<file path="src/chess_pkg.sv">
package chess_pkg;

    // square address, row 0 is black's back rank, col 0 is the a-file
    typedef struct packed {
        logic [2:0] row;
        logic [2:0] col;
    } sq_t;

    typedef enum logic {
        WHITE = 1'b0,
        BLACK = 1'b1
    } color_e;

    typedef enum logic [2:0] {
        NONE   = 3'd0,
        PAWN   = 3'd1,
        KNIGHT = 3'd2,
        BISHOP = 3'd3,
        ROOK   = 3'd4,
        QUEEN  = 3'd5,
        KING   = 3'd6
    } kind_e;

    typedef struct packed {
        color_e color;
        kind_e  kind;
    } piece_t;

    typedef piece_t [63:0] board_t; // index is {row, col}

    typedef struct packed {
        logic   en;
        sq_t    addr;
        piece_t piece;
    } board_wr_t;

    typedef enum logic [2:0] {
        CMD_LEFT,
        CMD_RIGHT,
        CMD_UP,
        CMD_DOWN,
        CMD_SELECT
    } cmd_e;

    typedef struct packed {
        logic valid;
        cmd_e op;
    } cmd_pulse_t;

    typedef enum logic [1:0] {
        PIECE_SEL,
        PIECE_MOVE,
        WRITE_NEW,
        ERASE_OLD
    } fsm_state_e;

    localparam piece_t EMPTY_PIECE = '{color: WHITE, kind: NONE};

    ////////////////////////////////////////////////////////////
    // opening position

    function automatic kind_e back_rank_kind(input int col);
        case (col)
            0, 7:    return ROOK;
            1, 6:    return KNIGHT;
            2, 5:    return BISHOP;
            3:       return QUEEN;
            default: return KING;
        endcase
    endfunction

    function automatic board_t opening_board();
        board_t b;
        b = '0; // all empty
        for (int c = 0; c < 8; c++) begin
            b[c]      = '{color: BLACK, kind: back_rank_kind(c)};
            b[8 + c]  = '{color: BLACK, kind: PAWN};
            b[48 + c] = '{color: WHITE, kind: PAWN};
            b[56 + c] = '{color: WHITE, kind: back_rank_kind(c)};
        end
        return b;
    endfunction

    localparam board_t OPENING_BOARD = opening_board();

endpackage

</file>
<file path="src/button_port.sv">
`timescale 1ns/1ps

module button_port (
    input  logic                  CLK,
    input  logic                  RESET,
    input  logic                  cmd_req,
    input  chess_pkg::cmd_e       cmd,
    input  logic                  busy,
    output logic                  cmd_ack,
    output chess_pkg::cmd_pulse_t cmd_pulse
);

    typedef enum logic {
        PORT_IDLE,
        PORT_ACK
    } port_state_e;

    port_state_e state;

    // ack is the state itself
    assign cmd_ack = (state == PORT_ACK);

    always_ff @(posedge CLK or posedge RESET) begin
        if (RESET) begin
            state     <= PORT_IDLE;
            cmd_pulse <= '0;
        end else begin
            cmd_pulse.valid <= 1'b0; // single cycle pulse
            case (state)
                PORT_IDLE: begin
                    if (cmd_req && !busy) begin // hold off while a move is written
                        state           <= PORT_ACK;
                        cmd_pulse.valid <= 1'b1;
                        cmd_pulse.op    <= cmd;
                    end
                end
                PORT_ACK: begin
                    if (!cmd_req)
                        state <= PORT_IDLE; // req dropped, release ack
                end
            endcase
        end
    end

    // ack only comes up in answer to a pending request
    a_ack_needs_req : assert property (
        @(posedge CLK) disable iff (RESET)
        $rose(cmd_ack) |-> $past(cmd_req)
    );

endmodule

</file>
<file path="src/cursor_ctrl.sv">
`timescale 1ns/1ps

module cursor_ctrl #(
    parameter chess_pkg::sq_t CURSOR_START = '{row: 3'd6, col: 3'd4}
) (
    input  logic                  CLK,
    input  logic                  RESET,
    input  chess_pkg::cmd_pulse_t cmd_pulse,
    output chess_pkg::sq_t        cursor
);

    import chess_pkg::*;

    always_ff @(posedge CLK or posedge RESET) begin
        if (RESET) begin
            cursor <= CURSOR_START;
        end else if (cmd_pulse.valid) begin
            case (cmd_pulse.op)
                CMD_LEFT:  if (cursor.col != 3'd0) cursor.col <= cursor.col - 3'd1;
                CMD_RIGHT: if (cursor.col != 3'd7) cursor.col <= cursor.col + 3'd1;
                CMD_UP:    if (cursor.row != 3'd0) cursor.row <= cursor.row - 3'd1;
                CMD_DOWN:  if (cursor.row != 3'd7) cursor.row <= cursor.row + 3'd1;
                default: ; // select does not move the cursor
            endcase
        end
    end

    // any cursor change traces back to a step pulse one cycle earlier
    a_cursor_needs_step : assert property (
        @(posedge CLK) disable iff (RESET)
        $changed(cursor) |-> $past(cmd_pulse.valid) && ($past(cmd_pulse.op) != CMD_SELECT)
    );

endmodule

</file>
<file path="src/move_checker.sv">
`timescale 1ns/1ps

module move_checker (
    input  chess_pkg::board_t board,
    input  chess_pkg::sq_t    selected,
    input  chess_pkg::sq_t    cursor,
    input  chess_pkg::color_e side,
    output logic              legal
);

    import chess_pkg::*;

    piece_t            sel_piece;
    piece_t            dst_piece;
    piece_t            mid_piece;
    sq_t               mid_sq;
    logic signed [3:0] h;
    logic signed [3:0] v;
    logic signed [3:0] fwd;
    logic        [2:0] ah;
    logic        [2:0] av;
    logic        [2:0] home_row;
    logic              dst_empty;
    logic              dst_enemy;
    logic              diag_ok;
    logic              line_ok;
    logic              pawn_ok;

    assign sel_piece = board[selected];
    assign dst_piece = board[cursor];

    ////////////////////////////////////////////////////////////
    // deltas, positive h is rightward, positive v is downward

    assign h  = $signed({1'b0, cursor.col}) - $signed({1'b0, selected.col});
    assign v  = $signed({1'b0, cursor.row}) - $signed({1'b0, selected.row});
    assign ah = h[3] ? 3'(-h) : h[2:0];
    assign av = v[3] ? 3'(-v) : v[2:0];

    assign dst_empty = (dst_piece.kind == NONE);
    assign dst_enemy = !dst_empty && (dst_piece.color != side);

    assign diag_ok = (ah == av) && (ah != 3'd0);
    assign line_ok = (h == 4'sd0) != (v == 4'sd0); // exactly one axis moves

    ////////////////////////////////////////////////////////////
    // pawn, forward depends on colour

    assign fwd      = (side == WHITE) ? -4'sd1 : 4'sd1;
    assign home_row = (side == WHITE) ? 3'd6 : 3'd1;

    // square passed over by a double step
    assign mid_sq.row = (side == WHITE) ? selected.row - 3'd1 : selected.row + 3'd1;
    assign mid_sq.col = selected.col;
    assign mid_piece  = board[mid_sq];

    assign pawn_ok =
        (h == 4'sd0 && v == fwd && dst_empty)
        || (h == 4'sd0 && v == 4'sd2 * fwd && selected.row == home_row
            && dst_empty && mid_piece.kind == NONE)
        || (ah == 3'd1 && v == fwd && dst_enemy); // diagonal capture

    always_comb begin
        case (sel_piece.kind)
            PAWN:    legal = pawn_ok;
            KNIGHT:  legal = (ah == 3'd2 && av == 3'd1) || (ah == 3'd1 && av == 3'd2);
            BISHOP:  legal = diag_ok;
            ROOK:    legal = line_ok;
            QUEEN:   legal = diag_ok || line_ok;
            KING:    legal = (ah <= 3'd1) && (av <= 3'd1) && ((ah | av) != 3'd0);
            default: legal = 1'b0; // nothing held
        endcase
    end

endmodule

</file>
<file path="src/board_store.sv">
`timescale 1ns/1ps

module board_store (
    input  logic                 CLK,
    input  logic                 RESET,
    input  chess_pkg::board_wr_t board_wr,
    input  chess_pkg::sq_t       peek_sq,
    output chess_pkg::board_t    board,
    output chess_pkg::piece_t    peek_piece
);

    import chess_pkg::*;

    // one square per enabled cycle
    always_ff @(posedge CLK or posedge RESET) begin
        if (RESET) begin
            board <= OPENING_BOARD;
        end else if (board_wr.en) begin
            board[board_wr.addr] <= board_wr.piece;
        end
    end

    assign peek_piece = board[peek_sq]; // straight off the register

    // address comes from the move FSM, must be resolved whenever it writes
    a_wr_addr_known : assert property (
        @(posedge CLK) disable iff (RESET)
        board_wr.en |-> !$isunknown(board_wr.addr)
    );

endmodule

</file>
<file path="src/turn_fsm.sv">
`timescale 1ns/1ps

module turn_fsm (
    input  logic                  CLK,
    input  logic                  RESET,
    input  chess_pkg::cmd_pulse_t cmd_pulse,
    input  chess_pkg::sq_t        cursor,
    input  chess_pkg::board_t     board,
    input  logic                  legal,
    output logic                  busy,
    output chess_pkg::board_wr_t  board_wr,
    output chess_pkg::sq_t        selected,
    output chess_pkg::color_e     side,
    output logic                  piece_held
);

    import chess_pkg::*;

    fsm_state_e state;
    sq_t        dest;       // latched destination
    piece_t     cur_piece;
    piece_t     held_piece;
    logic       select_hit;
    logic       cur_own;
    logic       move_ok;

    assign cur_piece  = board[cursor];
    assign held_piece = board[selected]; // origin is still intact during WRITE_NEW
    assign cur_own    = (cur_piece.kind != NONE) && (cur_piece.color == side);
    assign select_hit = cmd_pulse.valid && (cmd_pulse.op == CMD_SELECT);
    assign move_ok    = select_hit && !cur_own && legal;

    assign busy       = (state == WRITE_NEW) || (state == ERASE_OLD);
    assign piece_held = (state == PIECE_MOVE);

    ////////////////////////////////////////////////////////////
    // state, selection and side to move

    always_ff @(posedge CLK or posedge RESET) begin
        if (RESET) begin
            state    <= PIECE_SEL;
            side     <= WHITE;
            selected <= '0;
        end else begin
            case (state)
                PIECE_SEL: begin
                    if (select_hit && cur_own) begin // pick up own piece
                        selected <= cursor;
                        state    <= PIECE_MOVE;
                    end
                end
                PIECE_MOVE: begin
                    if (select_hit && cur_own)
                        selected <= cursor; // reselect
                    else if (move_ok)
                        state <= WRITE_NEW;
                end
                WRITE_NEW: state <= ERASE_OLD;
                ERASE_OLD: begin
                    side  <= (side == WHITE) ? BLACK : WHITE; // hand over the turn
                    state <= PIECE_SEL;
                end
                default: state <= PIECE_SEL;
            endcase
        end
    end

    always_ff @(posedge CLK) begin
        if (state == PIECE_MOVE && move_ok)
            dest <= cursor;
    end

    ////////////////////////////////////////////////////////////
    // board write sequencing

    always_comb begin
        board_wr = '{en: 1'b0, addr: dest, piece: held_piece};
        case (state)
            WRITE_NEW: board_wr.en = 1'b1; // piece lands at destination
            ERASE_OLD: board_wr = '{en: 1'b1, addr: selected, piece: EMPTY_PIECE};
            default: ;
        endcase
    end

    // the two writes of a move are never split
    a_write_then_erase : assert property (
        @(posedge CLK) disable iff (RESET)
        (state == WRITE_NEW) |=> (state == ERASE_OLD)
    );

endmodule

</file>
<file path="src/chess_top.sv">
`timescale 1ns/1ps

module chess_top #(
    parameter chess_pkg::sq_t CURSOR_START = '{row: 3'd6, col: 3'd4}
) (
    input  logic              CLK,
    input  logic              RESET,
    input  logic              cmd_req,
    input  chess_pkg::cmd_e   cmd,
    input  chess_pkg::sq_t    peek_sq,
    output logic              cmd_ack,
    output chess_pkg::piece_t peek_piece,
    output chess_pkg::sq_t    cursor,
    output chess_pkg::sq_t    selected,
    output logic              piece_held,
    output chess_pkg::color_e side
);

    import chess_pkg::*;

    cmd_pulse_t cmd_pulse;
    board_wr_t  board_wr;
    board_t     board;
    logic       busy;
    logic       legal;

    button_port i_button_port (
        .CLK       (CLK),
        .RESET     (RESET),
        .cmd_req   (cmd_req),
        .cmd       (cmd),
        .busy      (busy),
        .cmd_ack   (cmd_ack),
        .cmd_pulse (cmd_pulse)
    );

    cursor_ctrl #(
        .CURSOR_START (CURSOR_START)
    ) i_cursor_ctrl (
        .CLK       (CLK),
        .RESET     (RESET),
        .cmd_pulse (cmd_pulse),
        .cursor    (cursor)
    );

    move_checker i_move_checker (
        .board    (board),
        .selected (selected),
        .cursor   (cursor),
        .side     (side),
        .legal    (legal)
    );

    board_store i_board_store (
        .CLK        (CLK),
        .RESET      (RESET),
        .board_wr   (board_wr),
        .peek_sq    (peek_sq),
        .board      (board),
        .peek_piece (peek_piece)
    );

    turn_fsm i_turn_fsm (
        .CLK        (CLK),
        .RESET      (RESET),
        .cmd_pulse  (cmd_pulse),
        .cursor     (cursor),
        .board      (board),
        .legal      (legal),
        .busy       (busy),
        .board_wr   (board_wr),
        .selected   (selected),
        .side       (side),
        .piece_held (piece_held)
    );

endmodule

</file>
<file path="config.mk">
export PLATFORM = sky130hd
export DESIGN_NAME = chess_top
export DESIGN_NICKNAME = d
export VERILOG_FILES = /design/src/chess_pkg.sv /design/src/button_port.sv /design/src/cursor_ctrl.sv /design/src/move_checker.sv /design/src/board_store.sv /design/src/turn_fsm.sv /design/src/chess_top.sv
export SDC_FILE = /design/constraint.sdc
export NUM_CORES = 1
export LEC_CHECK = 0
export BUFFER_PORTS_ARGS = -buffer_cell sky130_fd_sc_hd__buf_2
export CAP_MARGIN = 20
export CORE_MARGIN = 2
export CORE_UTILIZATION = 60
export DETAILED_ROUTE_END_ITERATION = 8
export PLACE_DENSITY = 0.77
export REMOVE_ABC_BUFFERS = 1
export SYNTH_ARGS = -nofsm -noshare
export SYNTH_HDL_FRONTEND = slang
export SYNTH_SLANG_ARGS = --single-unit
</file>
<file path="constraint.sdc">
create_clock -name CLK -period 14.05 [get_ports CLK]
set_input_delay 0.7025 -clock CLK [delete_from_list [all_inputs] [get_ports CLK]]
set_output_delay 0.7025 -clock CLK [all_outputs]
set_load 0.02 [all_outputs]
</file>
==> reports/qor.csv <==
stage,metric,value,unit
status,status,finished clean,
die,chip width,175,um
setup_path,endpoint class of the critical path,flip-flop,
clocking,CTS sink cnt,282,
synth,Avg Inst Size Synth,11.9,sq um
sta,clock period minus worst slack,5.18,ns
final_layout,fin cells,1860,
clocking,CTS root buffer,clkbuf_16,
clocking,Worst-path clk slew,0.07,ns
sta,RSZ-0062 raised after global routing,no,
sta,Worst Clk Skew,0.0130,ns
power_and_ir_drop,Pint,1850,uW
clocking,H-tree levels,1,
synth,Compound-Gate Fraction of Synth Area,8.12,%
synth,ranking of synthesized cells by area,"dfrtp_1 31%, mux4_2 19%, mux2_2 12%, dfstp_2 8.8%, nand2_1 4.0%",
synth,"Seq/Total Area, Yosys",40.8,%
setup_path,worst r2r dst,i_turn_fsm.dest[1],
clocking,# resized after CTS,0,
clocking,post-CTS setup buffers,0,
job,maxcap violations,0,
routing,via count,13700,
power_and_ir_drop,sw power,1360,uW
final_layout,Final Instance Area,18900,sq um
final_layout,most frequent cells in the layout,"214 x dfrtp_1, 185 x nand2_1, 181 x mux2_2, 146 x mux4_2, 110 x o21ai_0",
synth,multiplexer share of the synthesized area,33.6,%
routing,Iter 0 DRT Violations,1636,
worst_hold_path,hold crit path type,input pin to asynchronous set/reset pin,
setup_path,Worst Path Arrival,5.39,ns
setup_path,cells on worst reg2reg path,12,
die,I/O pin cnt,31,
setup_path,Setup CP Type,flip-flop to flip-flop,
placed_design,routability cong.,1.00,
synth,ys async rst share,97.9,%
routing,DR pass1 iterations,8,
global_route,met2 GRT Util,54.0,%
global_route,met1 usage in global routing,51.4,%
placed_design,placed inst area,17900,sq um
power_and_ir_drop,clock network power share,25.6,%
routing,# DRC,0,
routing,DR vias/cell,7.36,
power_and_ir_drop,Seq pwr share,32.6,%
setup_path,worst endpoint required time,14.26,ns
die,Die Y,175,um
power_and_ir_drop,LEAKAGE,0.00773,uW
power_and_ir_drop,Total Power,3210,uW
global_route,vias in the first global route,13600,
synth,Post-synth EDFFs,6,
clocking,CTS buffer count,31,
synth,Synth Register Bits,282,
global_route,largest net degree at the start of global routing,125,
placed_design,DP Cell Count,1803,
sta,Slew @ Worst Pin,1.11,ns
setup_path,Worst R2R Setup Slack,8.87,ns
global_route,met3 Track Usage GR,9.90,%
clocking,clk_lat worst skew,0.57,ns
routing,Final ANT Viol Nets,0,
synth,Syn Std Cell Area,17500,sq um
global_route,GRT Residual Overflow,0,
power_and_ir_drop,pwr dens,169,nW/um^2
synth,post-synthesis adder-cell area fraction,1.93,%
placed_design,DP HPWL,36900,um
clocking,clk buf depth,3,
global_route,initial antenna violation count,0,
synth,Simple-Gate Fraction of Synth Area,11.6,%
final_layout,share of layout cells above drive strength 1,34.1,%
synth,XOR/XNOR Fraction of Synth Area,0.899,%
clocking,CTS tree,built,
final_layout,diode count,0,
power_and_ir_drop,"IR drop worst, VDD",123,uV
routing,Post-Route WL,55000,um
global_route,GRT Max-Usage Layer,met2,
routing,drt wl/cell,29.6,um
sta,Max Slew Vio Count,0,
die,die area,30600,sq um
sta,Fin. Hold Viols,0,
sta,Tcrit/Tclk final,36.9,%
synth,largest family of logic cells by synthesized area,multiplexers,
sta,Total Neg Setup Slack,0,ns
placed_design,port bufs,30,
synth,Yosys top cell by area,dfrtp_1,
synth,Synth Warn #,0,
global_route,first-pass GRT wire length,84900,um
power_and_ir_drop,switch share,42.5,%
sta,Setup-failing EPs final,0,
setup_path,reg-to-reg startpoint,i_cursor_ctrl.cursor[0],
synth,post-synth top area share,31.0,%
die,Cell Rows,62,
synth,Post-Syn Instances,1468,
synth,"Distinct cells, synth",78,
setup_path,Startpoint Class,flip-flop,
clocking,CTS Hold Bufs,0,
die,starting density of the core,60.9,%
synth,Main synth FF type,dfrtp_1,
final_layout,# nets final,1489,
power_and_ir_drop,Comb power frac,41.8,%
sta,Max transition margin,25.6,%
final_layout,"commonest non-fill, non-tap cell in the layout",dfrtp_1,
global_route,All-Layer GR Usage,36.9,%
final_layout,Synth-to-Final Area Change,7.96,%
setup_path,maximum fanout along the worst path,39,
sta,Max Clk Rate,0.193,GHz
die,area of the core,28800,sq um
==> cells by family (layout without fill, tap and decap cells) <==
kind of cell             count (synthesis)  after routing
adder cells (fa/ha/maj)                 24             24
AO/OA/AOI/OAI                          225            225
flip-flops                             282            282
buffers and inverters                  120            128
multiplexers                           373            373
XOR/XNOR                                18             18
AND/OR/NAND/NOR                        426            426
==> sequential cells by signal, summed over array words and instances (netlist names) <==
register                 count
i_turn_fsm.side              1
i_button_port.cmd_ack        1
i_turn_fsm.selected          6
i_turn_fsm.dest              6
i_board_store.board        256
i_turn_fsm.state             2
i_cursor_ctrl.cursor         6
i_button_port.cmd_pulse      4
==> power by group through the flow <==
stage	sequential, uW	clock, uW	combinational (uW)
after global placement	1050	0	1270
final	1040	822	1340
after CTS	1040	827	1300
after global routing	1050	859	1420
after detailed placement	1050	0	1290
after floorplan	1090	0	790
==> layer usage <==
layer  wire length [um]  vias to the layer above
li1                   -                     5604
met1              20700                     6932
met2              24200                      927
met3               6630                      234
met4               3420                        0
met5                  0                        -
==> through the flow <==
stage,hold WS [ns],setup WS (ns),utilization (%)
finish,0.323,8.87,65.8
global route,0.366,8.58,65.8
CTS,0.350,9.03,65.7
detailed placement,0.493,9.06,62.2
global placement,0.483,9.08,62.2
floorplan,0.468,5.84,-
==> how the worst max path moves through the flow <==
stage / startpoint / to / slack [ns] / cells past startpoint
3_5_place_dp: i_cursor_ctrl.cursor[0] / i_turn_fsm.dest[1] / 9.06 / 12
6_report: i_cursor_ctrl.cursor[0] / i_turn_fsm.dest[1] / 8.87 / 12
4_1_cts: i_cursor_ctrl.cursor[0] / i_turn_fsm.dest[1] / 9.03 / 12
5_1_grt: i_cursor_ctrl.cursor[0] / i_turn_fsm.dest[1] / 8.58 / 12
2_1_floorplan: RESET / i_board_store.board[0] / 5.84 / 1
3_3_place_gp: i_cursor_ctrl.cursor[0] / i_turn_fsm.dest[2] / 9.08 / 12
==> synth_stat cells, types with 12 or more instances <==
cell and number:
nor3_1 37, nor2b_1 12, dfrtp_1 217, mux4_2 146
nand2_1 185, o21ai_0 110, nor4_1 35, a21oi_1 15
o22ai_1 12, nor2_1 76, nor4b_1 17, clkbuf_1 61
ha_1 19, inv_1 21, dfstp_2 59, buf_1 16
mux2_2 181, mux2i_1 39, nand2b_1 12
==> worst max-delay path: stages (launching register included) <==
cell and delay [ns]:
dfrtp_4 0.76, inv_1 0.38, ha_1 0.34, fa_1 0.53, ha_1 0.28, nor4_1 0.39, nor2_1 0.11, ha_1 0.30
a2111oi_0 0.71, mux2i_1 0.16, o32ai_1 0.26, o31ai_1 0.18, nor2_1 0.41
==> final cells by class <==
type                       instances  area [sq um]
sequential                       282          7170
tap                              384           480
timing repair buffer              48           308
clock buffer                      42           857
multi-input combinational       1066          9870
clock inverter                    14           155
inverter                          24          97.6
fill                            2162          9840
Power figures use the tool's default switching activity.
